===== config.mk =====
export PLATFORM = sky130hd
export DESIGN_NAME = sme_top
export DESIGN_NICKNAME = d
export VERILOG_FILES = /design/src/verilog/sme_pkg.sv /design/src/verilog/char_buffer.sv /design/src/verilog/char_compare.sv /design/src/verilog/sme_ctrl.sv /design/src/verilog/sme_top.sv
export SDC_FILE = /design/constraint.sdc
export NUM_CORES = 1
export LEC_CHECK = 0
export BUFFER_PORTS_ARGS = -buffer_cell sky130_fd_sc_hd__buf_4
export CORE_ASPECT_RATIO = 1.75
export CORE_MARGIN = 1
export CORE_UTILIZATION = 45
export CTS_CLUSTER_DIAMETER = 50
export DETAILED_ROUTE_END_ITERATION = 16
export GPL_ROUTABILITY_DRIVEN = 0
export GPL_TIMING_DRIVEN = 0
export SLEW_MARGIN = 10
export SYNTH_ARGS = -nofsm -noshare
export SYNTH_HDL_FRONTEND = slang
export SYNTH_SLANG_ARGS = --single-unit

===== constraint.sdc =====
create_clock -name clk -period 6.99 [get_ports clk]
set_input_delay 1.398 -clock clk [delete_from_list [all_inputs] [get_ports clk]]
set_output_delay 1.398 -clock clk [all_outputs]
set_load 0.005 [all_outputs]

===== src/verilog/sme_pkg.sv =====
package sme_pkg;

    // ====================
    // Sizes
    // ====================
    localparam int CHAR_W    = 8;
    localparam int STR_DEPTH = 32;
    localparam int PAT_DEPTH = 8;

    // ====================
    // Types
    // ====================
    typedef logic [CHAR_W-1:0] char_t;

    // Index into the string buffer
    typedef logic [$clog2(STR_DEPTH)-1:0] str_idx_t;

    // String length, or a position that may sit one past the last char
    typedef logic [$clog2(STR_DEPTH+1)-1:0] str_len_t;

    // Index into the pattern buffer
    typedef logic [$clog2(PAT_DEPTH)-1:0] pat_idx_t;

    // Pattern length
    typedef logic [$clog2(PAT_DEPTH+1)-1:0] pat_len_t;

    // ====================
    // Character codes
    // ====================
    // Start anchor
    localparam char_t CHAR_HAT    = 8'h5E;
    // End anchor
    localparam char_t CHAR_DOLLAR = 8'h24;
    // Any single char
    localparam char_t CHAR_DOT    = 8'h2E;
    // Word separator for both anchors
    localparam char_t CHAR_SPACE  = 8'h20;

endpackage


===== src/verilog/char_buffer.sv =====
`timescale 1ns/1ps

module char_buffer
#(
    parameter int DEPTH = 32
)
(
    input  logic                           clk,
    input  logic                           reset,
    input  logic                           wr_en,
    input  sme_pkg::char_t                 wr_data,
    input  logic [$clog2(DEPTH)-1:0]       rd_addr,
    output sme_pkg::char_t                 rd_data,
    output logic [$clog2(DEPTH+1)-1:0]     length
);

    sme_pkg::char_t mem [0:DEPTH-1];

    // High when the previous cycle wrote, so this write appends
    logic wr_prev;
    logic full;
    logic [$clog2(DEPTH)-1:0] wr_addr;

    assign full    = (length == DEPTH);
    assign wr_addr = wr_prev ? length[$clog2(DEPTH)-1:0] : '0;

    // A new sequence overwrites from index 0
    always_ff @(posedge clk)
    begin
        if (wr_en && (!wr_prev || !full))
        begin
            mem[wr_addr] <= wr_data;
        end
    end

    // Append pointer doubles as the stored length
    always_ff @(posedge clk or posedge reset)
    begin
        if (reset)
        begin
            wr_prev <= 1'b0;
            length  <= '0;
        end
        else
        begin
            wr_prev <= wr_en;
            if (wr_en)
            begin
                if (!wr_prev)
                    length <= 1;
                else if (!full)
                    length <= length + 1'b1;
            end
        end
    end

    assign rd_data = mem[rd_addr];

endmodule


===== src/verilog/char_compare.sv =====
`timescale 1ns/1ps

module char_compare
(
    input  sme_pkg::char_t pat_char,
    input  sme_pkg::char_t str_char,
    input  logic           str_at_start,
    input  logic           str_at_end,
    output logic           step_ok,
    output logic           advance_str,
    output logic           read_prev
);

    logic is_hat;
    logic is_dollar;
    logic is_dot;
    logic str_is_space;

    // ====================
    // Classify
    // ====================
    assign is_hat       = (pat_char == sme_pkg::CHAR_HAT);
    assign is_dollar    = (pat_char == sme_pkg::CHAR_DOLLAR);
    assign is_dot       = (pat_char == sme_pkg::CHAR_DOT);
    assign str_is_space = (str_char == sme_pkg::CHAR_SPACE);

    // ====================
    // Step outcome
    // ====================
    always_comb
    begin
        step_ok     = 1'b0;
        advance_str = 1'b0;
        read_prev   = 1'b0;

        if (is_hat)
        begin
            // Looks one char back so str_char is the previous char
            read_prev = 1'b1;
            step_ok   = str_at_start || str_is_space;
        end
        else if (is_dollar)
        begin
            // Zero width check that leaves the space unconsumed
            step_ok = str_at_end || str_is_space;
        end
        else if (str_at_end)
        begin
            // Nothing left to consume
            step_ok = 1'b0;
        end
        else
        begin
            advance_str = 1'b1;
            if (is_dot)
                step_ok = 1'b1;
            else
                step_ok = (pat_char == str_char);
        end
    end

endmodule


===== src/verilog/sme_ctrl.sv =====
`timescale 1ns/1ps

module sme_ctrl
(
    input  logic              clk,
    input  logic              reset,
    input  logic              is_string,
    input  logic              is_pattern,
    input  sme_pkg::str_len_t str_len,
    input  sme_pkg::pat_len_t pat_len,
    input  logic              step_ok,
    input  logic              advance_str,
    input  logic              read_prev,
    output logic              string_wr,
    output logic              pattern_wr,
    output sme_pkg::str_idx_t str_rd_addr,
    output sme_pkg::pat_idx_t pat_rd_addr,
    output logic              str_at_start,
    output logic              str_at_end,
    output logic              valid,
    output logic              match,
    output sme_pkg::str_idx_t match_index
);

    typedef enum logic [1:0] {
        ST_IDLE,
        ST_SEARCH,
        ST_DONE
    } state_t;

    state_t state;

    logic pat_loaded;

    // Candidate start, current string position, current pattern position
    sme_pkg::str_len_t frame;
    sme_pkg::str_len_t str_pos;
    sme_pkg::pat_idx_t pat_pos;

    // First string position consumed in the current frame
    logic              first_seen;
    sme_pkg::str_idx_t first_idx;

    logic              pat_last;
    logic              frame_last;
    sme_pkg::str_len_t rd_pos;
    sme_pkg::str_idx_t hit_index;

    // ====================
    // Load gating
    // ====================
    assign string_wr  = is_string && (state == ST_IDLE);
    assign pattern_wr = is_pattern && (state == ST_IDLE);

    // ====================
    // Read side
    // ====================
    assign rd_pos       = read_prev ? (str_pos - 1'b1) : str_pos;
    assign str_rd_addr  = rd_pos[$bits(sme_pkg::str_idx_t)-1:0];
    assign pat_rd_addr  = pat_pos;
    assign str_at_start = (str_pos == '0);
    assign str_at_end   = (str_pos >= str_len);

    assign pat_last   = ((sme_pkg::pat_len_t'(pat_pos) + 1'b1) == pat_len);
    assign frame_last = (frame >= str_len);

    // Anchor-only patterns never consume, so they report the frame
    always_comb
    begin
        if (first_seen)
            hit_index = first_idx;
        else if (advance_str)
            hit_index = str_pos[$bits(sme_pkg::str_idx_t)-1:0];
        else
            hit_index = frame[$bits(sme_pkg::str_idx_t)-1:0];
    end

    assign valid = (state == ST_DONE);

    // ====================
    // FSM and pointers
    // ====================
    always_ff @(posedge clk or posedge reset)
    begin
        if (reset)
        begin
            state       <= ST_IDLE;
            pat_loaded  <= 1'b0;
            frame       <= '0;
            str_pos     <= '0;
            pat_pos     <= '0;
            first_seen  <= 1'b0;
            first_idx   <= '0;
            match       <= 1'b0;
            match_index <= '0;
        end
        else
        begin
            case (state)
                ST_IDLE:
                begin
                    if (pattern_wr)
                    begin
                        pat_loaded <= 1'b1;
                    end
                    else if (!is_string && pat_loaded)
                    begin
                        // Quiet cycle after a pattern starts the search at frame 0
                        state      <= ST_SEARCH;
                        pat_loaded <= 1'b0;
                        frame      <= '0;
                        str_pos    <= '0;
                        pat_pos    <= '0;
                        first_seen <= 1'b0;
                    end
                end
                ST_SEARCH:
                begin
                    if (step_ok)
                    begin
                        if (pat_last)
                        begin
                            state       <= ST_DONE;
                            match       <= 1'b1;
                            match_index <= hit_index;
                        end
                        else
                        begin
                            pat_pos <= pat_pos + 1'b1;
                            if (advance_str)
                            begin
                                str_pos <= str_pos + 1'b1;
                                if (!first_seen)
                                begin
                                    first_seen <= 1'b1;
                                    first_idx  <= str_pos[$bits(sme_pkg::str_idx_t)-1:0];
                                end
                            end
                        end
                    end
                    else if (frame_last)
                    begin
                        // Every start position tried
                        state       <= ST_DONE;
                        match       <= 1'b0;
                        match_index <= '0;
                    end
                    else
                    begin
                        // Slide the frame by one and restart the pattern
                        frame      <= frame + 1'b1;
                        str_pos    <= frame + 1'b1;
                        pat_pos    <= '0;
                        first_seen <= 1'b0;
                    end
                end
                ST_DONE:
                begin
                    // Valid lasts one cycle and strobes here are dropped
                    state <= ST_IDLE;
                    match <= 1'b0;
                end
                default:
                begin
                    state <= ST_IDLE;
                end
            endcase
        end
    end

endmodule


===== src/verilog/sme_top.sv =====
`timescale 1ns/1ps

module sme_top
(
    input  logic              clk,
    input  logic              reset,
    input  sme_pkg::char_t    chardata,
    input  logic              is_string,
    input  logic              is_pattern,
    output logic              valid,
    output logic              match,
    output sme_pkg::str_idx_t match_index
);

    // ====================
    // Internal wires
    // ====================
    logic              string_wr;
    logic              pattern_wr;
    sme_pkg::str_idx_t str_rd_addr;
    sme_pkg::pat_idx_t pat_rd_addr;
    sme_pkg::str_len_t str_len;
    sme_pkg::pat_len_t pat_len;
    sme_pkg::char_t    str_char;
    sme_pkg::char_t    pat_char;
    logic              str_at_start;
    logic              str_at_end;
    logic              step_ok;
    logic              advance_str;
    logic              read_prev;

    sme_ctrl ctrl0
    (
        .clk          (clk),
        .reset        (reset),
        .is_string    (is_string),
        .is_pattern   (is_pattern),
        .str_len      (str_len),
        .pat_len      (pat_len),
        .step_ok      (step_ok),
        .advance_str  (advance_str),
        .read_prev    (read_prev),
        .string_wr    (string_wr),
        .pattern_wr   (pattern_wr),
        .str_rd_addr  (str_rd_addr),
        .pat_rd_addr  (pat_rd_addr),
        .str_at_start (str_at_start),
        .str_at_end   (str_at_end),
        .valid        (valid),
        .match        (match),
        .match_index  (match_index)
    );

    // String storage
    char_buffer #(.DEPTH(sme_pkg::STR_DEPTH)) str_buf
    (
        .clk     (clk),
        .reset   (reset),
        .wr_en   (string_wr),
        .wr_data (chardata),
        .rd_addr (str_rd_addr),
        .rd_data (str_char),
        .length  (str_len)
    );

    // Pattern storage
    char_buffer #(.DEPTH(sme_pkg::PAT_DEPTH)) pat_buf
    (
        .clk     (clk),
        .reset   (reset),
        .wr_en   (pattern_wr),
        .wr_data (chardata),
        .rd_addr (pat_rd_addr),
        .rd_data (pat_char),
        .length  (pat_len)
    );

    char_compare cmp0
    (
        .pat_char     (pat_char),
        .str_char     (str_char),
        .str_at_start (str_at_start),
        .str_at_end   (str_at_end),
        .step_ok      (step_ok),
        .advance_str  (advance_str),
        .read_prev    (read_prev)
    );

endmodule


Word level (Yosys, flattened, before mapping)
Memories as Yosys holds them, arrays and structs flattened.
Index checks and enable logic that the tools add are counted.
- add/subtract/negate cells: 7
- magnitude comparators: 2
- eq/ne operators: 22
- mux-type cells: 57
- bitwise operators: 2
- reductions and logical operators: 30
- operator list (operator ; count):
    6-bit 2-to-1 mux ; 9
    5-bit 2-to-1 mux ; 7
    8-bit by 6-bit equality test with 1-bit output (second input constant) ; 3
    6-bit case mux with 2 select lines ; 2
    1-bit 2-to-1 mux ; 22
    6-bit by 1-bit adder with 6-bit output (second input constant) ; 3
    3-bit 2-to-1 mux ; 6
    5-bit AND reduction ; 3
    2-bit inequality test (second input constant) ; 7
    6-bit >= comparator ; 2
    2-bit 2-to-1 mux ; 5
    3-bit inequality test (second input constant) ; 3
    8-bit by 7-bit equality test with 1-bit output (second input constant) ; 1
    8-bit equality test ; 1
    4-bit 2-to-1 mux ; 2
    2-bit nonzero test ; 4
    6-bit equality test (second input constant) ; 1
    6-bit logical NOT ; 1
    3-bit case mux with 2 select lines ; 1
    2-bit AND reduction ; 3
    3-bit AND reduction ; 2
    6-bit AND reduction ; 1
    1-bit logical AND ; 5
    1-bit logical NOT ; 5
    other kinds (16) ; 21
- register bits: 42
- memory bits (writable): 320
- bits of input ports: 12
- output and inout port bits: 7
- memories kept: 2
- memory list (memory ; depth ; width ; read ports ; clocked after Yosys merged registers in ; write ports ; line ; text):
    str_buf.mem ; 32 ; 8 ; 1 ; 0 ; 1 ; char_buffer.sv:17 ; sme_pkg::char_t mem [0:DEPTH-1];
    pat_buf.mem ; 8 ; 8 ; 1 ; 0 ; 1 ; char_buffer.sv:17 ;

Depth between registers and ports, before layout
An unclocked memory read counts as a cell.
- depth after elaboration: 12
- depth in mapped cells: 23
- gate-level depth less buffers: 15

Hierarchy
From an unflattened synthesis, not the netlist that was laid out.
- cells, all modules: 869
- area, all modules: 15581.2 um^2
- modules (own cells, without submodules) (module ; instances ; cells an instance ; area each (um^2)):
    char_buffer at str_buf ; 1 ; 457 ; 10278.6
    char_buffer at pat_buf ; 1 ; 135 ; 2807.7
    sme_ctrl ; 1 ; 247 ; 2284.7
    char_compare ; 1 ; 30 ; 210.2

Least setup slack after synthesis
OpenSTA, ideal clock, no wires.
- path kind: reg2reg
- start: register ctrl0.str_pos[0]
- end: register ctrl0.first_idx[0]
- setup time: 0.125 ns
- arrival time: 5.564 ns
- data required time: 6.865 ns
- setup slack: 1.301 ns
- stages on the path, launching flop included: 21
- path through: dfrtp_1 buf_2 inv_1 clkbuf_1 clkbuf_1 clkbuf_1 ha_1 clkbuf_1 clkbuf_1 buf_1 clkbuf_1 mux4_2 nand2_1 nand4_1 a32oi_1 or4bb_1 o211ai_2 a21oi_2 or4_1 buf_6 mux2_4
- longest elaborated chain between the ends: 9
- elaborated cells between the ends (all ways): 17
- classes of those cells: add/sub: 1; order compare: 1; eq/ne: 2; mux: 8; reduce/logical: 4; memory: 1
- RTL lines (item ; line ; text):
    from (decl) ; sme_ctrl.sv:37 ; sme_pkg::str_len_t str_pos;
    from (signal assigned) ; sme_ctrl.sv:132 ; str_pos <= str_pos + 1'b1;
    from (signal assigned) ; sme_ctrl.sv:152 ; str_pos <= frame + 1'b1;
    5-bit by 1-bit subtractor with 5-bit output ; sme_ctrl.sv:58 ; assign rd_pos = read_prev ? (str_pos - 1'b1) : str_pos;
    5-bit 2-to-1 mux ; sme_ctrl.sv:58 ;
    memory read 32 x 8 bit ; - ;
    8-bit equality test ; char_compare.sv:58 ; step_ok = (pat_char == str_char);
    1-bit 2-to-1 mux ; char_compare.sv:55 ; if (is_dot)
    1-bit 2-to-1 mux ; char_compare.sv:47 ; else if (str_at_end)
    1-bit 2-to-1 mux ; char_compare.sv:42 ; else if (is_dollar)
    1-bit 2-to-1 mux ; char_compare.sv:36 ; if (is_hat)
    5-bit AND reduction (no source line) ; - ;
    to (signal assigned) ; sme_ctrl.sv:136 ; first_idx <= str_pos[$bits(sme_pkg::str_idx_t)-1:0];
    to (decl) ; sme_ctrl.sv:42 ; sme_pkg::str_idx_t first_idx;
Parallel ways exist; a longest one is shown, timed or not.
A chain may end at the register's enable or synchronous reset.

Worst setup path in the final report
- start: register ctrl0.str_pos[0]
- end: register ctrl0.first_idx[3]
- longest elaborated chain between the ends: 9
- elaborated cells between the ends (all ways): 17
- classes of those cells: add/sub: 1; order compare: 1; eq/ne: 2; mux: 8; reduce/logical: 4; memory: 1
- RTL lines (item ; line):
    5-bit by 1-bit subtractor with 5-bit output ; sme_ctrl.sv:58
    5-bit 2-to-1 mux ; sme_ctrl.sv:58
    memory read 32 x 8 bit ; -
    8-bit equality test ; char_compare.sv:58
    1-bit 2-to-1 mux ; char_compare.sv:55
    1-bit 2-to-1 mux ; char_compare.sv:47
    1-bit 2-to-1 mux ; char_compare.sv:42
    1-bit 2-to-1 mux ; char_compare.sv:36
    5-bit AND reduction (no source line) (*) ; -
Every way passes the cells marked *; elsewhere a longest branch is shown, timed or not.

==> flow_summary.rst <==
.. list-table::
   :header-rows: 1

   * - Metric
     - Value
   * - Startpoint kind of the worst setup timing path
     - register
   * - Critical path fanouts, max
     - 12
   * - Clock buffer depth
     - 3
   * - Detailed placer's ending HPWL
     - 48500 um
   * - Sink count of the clock tree
     - 362
   * - Total wirelength of the detailed-routed design
     - 71200 um
   * - Floorplan core area
     - 0.0403 sq mm
   * - Initial DRT Pass Iterations
     - 7
   * - Yosys Warn Count
     - 0
   * - Count of flip-flops with a built-in enable after synthesis
     - 320
   * - Most common library cell in the layout ignoring fill and taps
     - edfxtp_1
   * - Routed Antenna Nets
     - 0
   * - Min cycle time layout
     - 7010 ps
   * - Required time reported for the critical path endpoint
     - 7410 ps
   * - Clock transition at path regs
     - 70 ps
   * - Root Buffer Master
     - clkbuf_16
   * - Total power of the final layout
     - 7.67 mW
   * - Mean area per synthesized cell
     - 12.8 sq um
   * - Synthesized instance count
     - 1447
   * - Clk_lat worst skew
     - 540 ps
   * - Vias per cell
     - 6.84
   * - Initial antenna violation count
     - 1
   * - Proportion of layout cells with a drive suffix above 1
     - 17.7%
   * - Hold Fails Final Rpt
     - 0
   * - Largest net degree at the start of global routing
     - 41
   * - Number of buffers and inverters on the critical path
     - 10
   * - Height of the chip
     - 270 um
   * - Layout Area Growth over Synthesis
     - 12.1%
   * - Critical-path cell list
     - buf_2, inv_1, clkbuf_2, clkbuf_2, clkbuf_4, ha_1, clkbuf_4, clkbuf_4, buf_4, buf_6, mux4_2, nand2_1, nand4_1, a32oi_2, or4bb_1, o211ai_4, a21oi_2, or4_1, buf_6, mux2_4
   * - Overall die width
     - 155 um
   * - Worst path top cell family by delay
     - buffers and inverters
   * - Flip-flop cell with the highest count after synthesis
     - edfxtp_1
   * - Total I/O pin count
     - 19
   * - R2R Path Start
     - ctrl0.str_pos[0]$_DFFE_PP0P_
   * - Max-Cap Viols
     - 0
   * - Netlist cell types
     - 90
   * - Sink of the worst hold path
     - ctrl0.pat_loaded$_DFFE_PP0P_
   * - Number of remaining DRC errors
     - 0
   * - Kind of critical path
     - register to register
   * - Final worst slack
     - -20.6 ps
   * - Standard-cell rows
     - 97
   * - Cell repeated most along the worst path
     - clkbuf_4
   * - Violated checks
     - negative setup slack
   * - Delay of the slowest cell on the worst path
     - 610 ps
   * - Commonest cells after routing, fill and taps aside
     - edfxtp_1 (320), nand2_1 (134), nor2_1 (93)
   * - Register-to-Register Path Depth
     - 20
   * - Hold Path Cell Cnt
     - 2
   * - VDD IR-drop max
     - 0.271 mV
   * - Antenna Diode Count
     - 0
   * - Total global-route track usage
     - 34.8%
   * - Crit path max-delay cell type
     - or4bb_1
   * - Syn nets
     - 1483
   * - Initial DRC count
     - 1891
   * - CTS buffer count
     - 36
   * - Area of the die
     - 0.0419 sq mm
   * - Terminus of the critical flop-to-flop path
     - ctrl0.first_idx[3]$_DFFE_PP0P_
   * - Ratio of final minimum period to clock period
     - 100%
   * - Number of global-route vias before repair
     - 13800
   * - Count of input and output buffers
     - 18
   * - Total number of vias
     - 14200
   * - Post-route clock skew
     - 9.44 ps
   * - Async set-reset flop share out of synthesis
     - 11.6%
   * - Net count of the finished layout
     - 1547
   * - Routed length per placed instance
     - 34.2 um
   * - Slew margin rel.
     - 12.2%
   * - Kind of capture point of the worst setup path
     - register
   * - Wire length of the first global-routing pass
     - 101000 um
   * - Hold wc startpoint
     - ctrl0.pat_loaded$_DFFE_PP0P_
   * - Worst-case register-to-register setup slack
     - -20 ps
   * - Sequential area share after synthesis
     - 57.7%
   * - Worst slack on hold paths
     - 508 ps
   * - Outcome
     - finished, violations left
   * - Timing-limited maximum frequency
     - 143 MHz
   * - Setup-failing EPs final
     - 5
   * - Transition at the pin with the smallest max-transition slack
     - 1310 ps
   * - Total power per unit cell area
     - 370 mW/mm^2
   * - Leakage
     - 7.14 nW
   * - Total number of H-tree levels
     - 2
   * - Sum of overflow across all layers after global routing
     - 0
   * - Cell area after synthesis
     - 0.0185 sq mm
   * - Starting utilization of the core area
     - 45.9%
   * - Register bit count reported by yosys
     - 362
   * - Hold-fix buffer count after cts
     - 0
   * - Type of the tightest min-delay check
     - register to register
   * - Pins over their slew limit
     - 0
   * - CTS tree
     - built
   * - Data arrival time of the critical path
     - 7440 ps
## registers in the layout (all words and copies together) (netlist names)
| register | cells |
|---|---|
| ctrl0.first_idx | 5 |
| ctrl0.first_seen | 1 |
| ctrl0.frame | 6 |
| ctrl0.match | 1 |
| ctrl0.match_index | 5 |
| ctrl0.pat_loaded | 1 |
| ctrl0.pat_rd_addr | 3 |
| ctrl0.state | 2 |
| ctrl0.str_pos | 6 |
| pat_buf.length | 4 |
| pat_buf.mem | 64 |
| pat_buf.wr_prev | 1 |
| str_buf.length | 6 |
| str_buf.mem | 256 |
| str_buf.wr_prev | 1 |
## per-layer routing
layer  track usage, %  wire length (um)
met2             58.7             35100
met1             36.9             22300
met5                0                10
met3             9.23              7030
met4             26.4              6780
## through the flow
step / std cells / utilization, % / setup TNS (ps) / instance area (sq um) / setup WS [ps]
after floorplan: 1447 / - / 0 / 18500 / 1300
after global routing: 2079 / 51.4 / -92.1 / 20700 / -23.1
after detailed placement: 2011 / 48.0 / -75410 / 19300 / -2860
final: 2079 / 51.4 / -99.0 / 20700 / -20.6
after CTS: 2073 / 50.9 / 0 / 20500 / 3.23
after global placement: 2009 / 47.9 / -80880 / 19300 / -3070
## cell usage after synthesis, drive strengths merged, types with 15 or more instances
| cell type | number | area, sq um |
|---|---|---|
| mux2 | 39 | 458 |
| or3 | 16 | 105 |
| a32oi | 15 | 131 |
| buf | 42 | 224 |
| mux2i | 74 | 744 |
| mux4 | 54 | 1220 |
| dfrtp | 42 | 1050 |
| a21oi | 52 | 268 |
| a221oi | 16 | 140 |
| edfxtp | 320 | 9610 |
| ha | 24 | 300 |
| o22ai | 34 | 213 |
| a22oi | 15 | 113 |
| o21ai | 67 | 339 |
| nor2 | 96 | 360 |
| nand2 | 138 | 521 |
| a211oi | 17 | 140 |
| nor3 | 28 | 151 |
| inv | 43 | 161 |
| nand3 | 41 | 205 |
| clkbuf | 52 | 195 |
| o211ai | 18 | 140 |
## what timing repair did
item	in CTS	in global routing
pin swaps	0	2
buffers inserted	0	3
setup endpoints to repair	29	29
resized for setup	40	47
## logic make-up after synthesis
group,Yosys count,share of synthesized area (%)
AO/OA/AOI/OAI,359,13.9
XOR/XNOR,15,0.711
adder cells (fa/ha/maj),24,1.62
buffers and inverters,137,3.14
flip-flops,362,57.7
multiplexers,167,13.1
AND/OR/NAND/NOR,383,9.84
## cell type report
class | instances | area, sq um
Fill cell | 3554 | 19600
Sequential cell | 362 | 10700
Multi-Input combinational cell | 948 | 7390
Clock buffer | 42 | 945
Tap cell | 544 | 681
Buffer | 94 | 498
Timing Repair Buffer | 26 | 225
Inverter | 43 | 161
Clock inverter | 20 | 153
## report_power, final
| group | total, mW | switching [mW] | internal, mW |
|---|---|---|---|
| clock network | 1.88 | 0.860 | 1.02 |
| logic | 3.26 | 2.22 | 1.04 |
| registers | 2.53 | 0.0809 | 2.45 |
## tightest hold or removal path: cells and delay by family, from the launching register on
family	cells	cell delay [ps]
AND/OR/NAND/NOR	1	60
AO/OA/AOI/OAI	1	80
flip-flops	1	340
## how the worst max path moves through the flow
| stage | start | to | slack (ps) | depth (start not counted) |
|---|---|---|---|---|
| 2_1_floorplan | ctrl0.str_pos[0]$_DFFE_PP0P_ | ctrl0.first_idx[0]$_DFFE_PP0P_ | 1300 | 20 |
| 3_3_place_gp | ctrl0.str_pos[0]$_DFFE_PP0P_ | ctrl0.str_pos[1]$_DFFE_PP0P_ | -3070 | 20 |
| 3_5_place_dp | ctrl0.str_pos[0]$_DFFE_PP0P_ | ctrl0.str_pos[1]$_DFFE_PP0P_ | -2860 | 20 |
| 4_1_cts | ctrl0.str_pos[0]$_DFFE_PP0P_ | ctrl0.first_idx[3]$_DFFE_PP0P_ | 3 | 16 |
| 5_1_grt | ctrl0.pat_rd_addr[0]$_DFFE_PP0P_ | ctrl0.first_idx[3]$_DFFE_PP0P_ | -20 | 19 |
| 6_report | ctrl0.str_pos[0]$_DFFE_PP0P_ | ctrl0.first_idx[3]$_DFFE_PP0P_ | -20 | 20 |
Power figures use the tool's default switching activity.
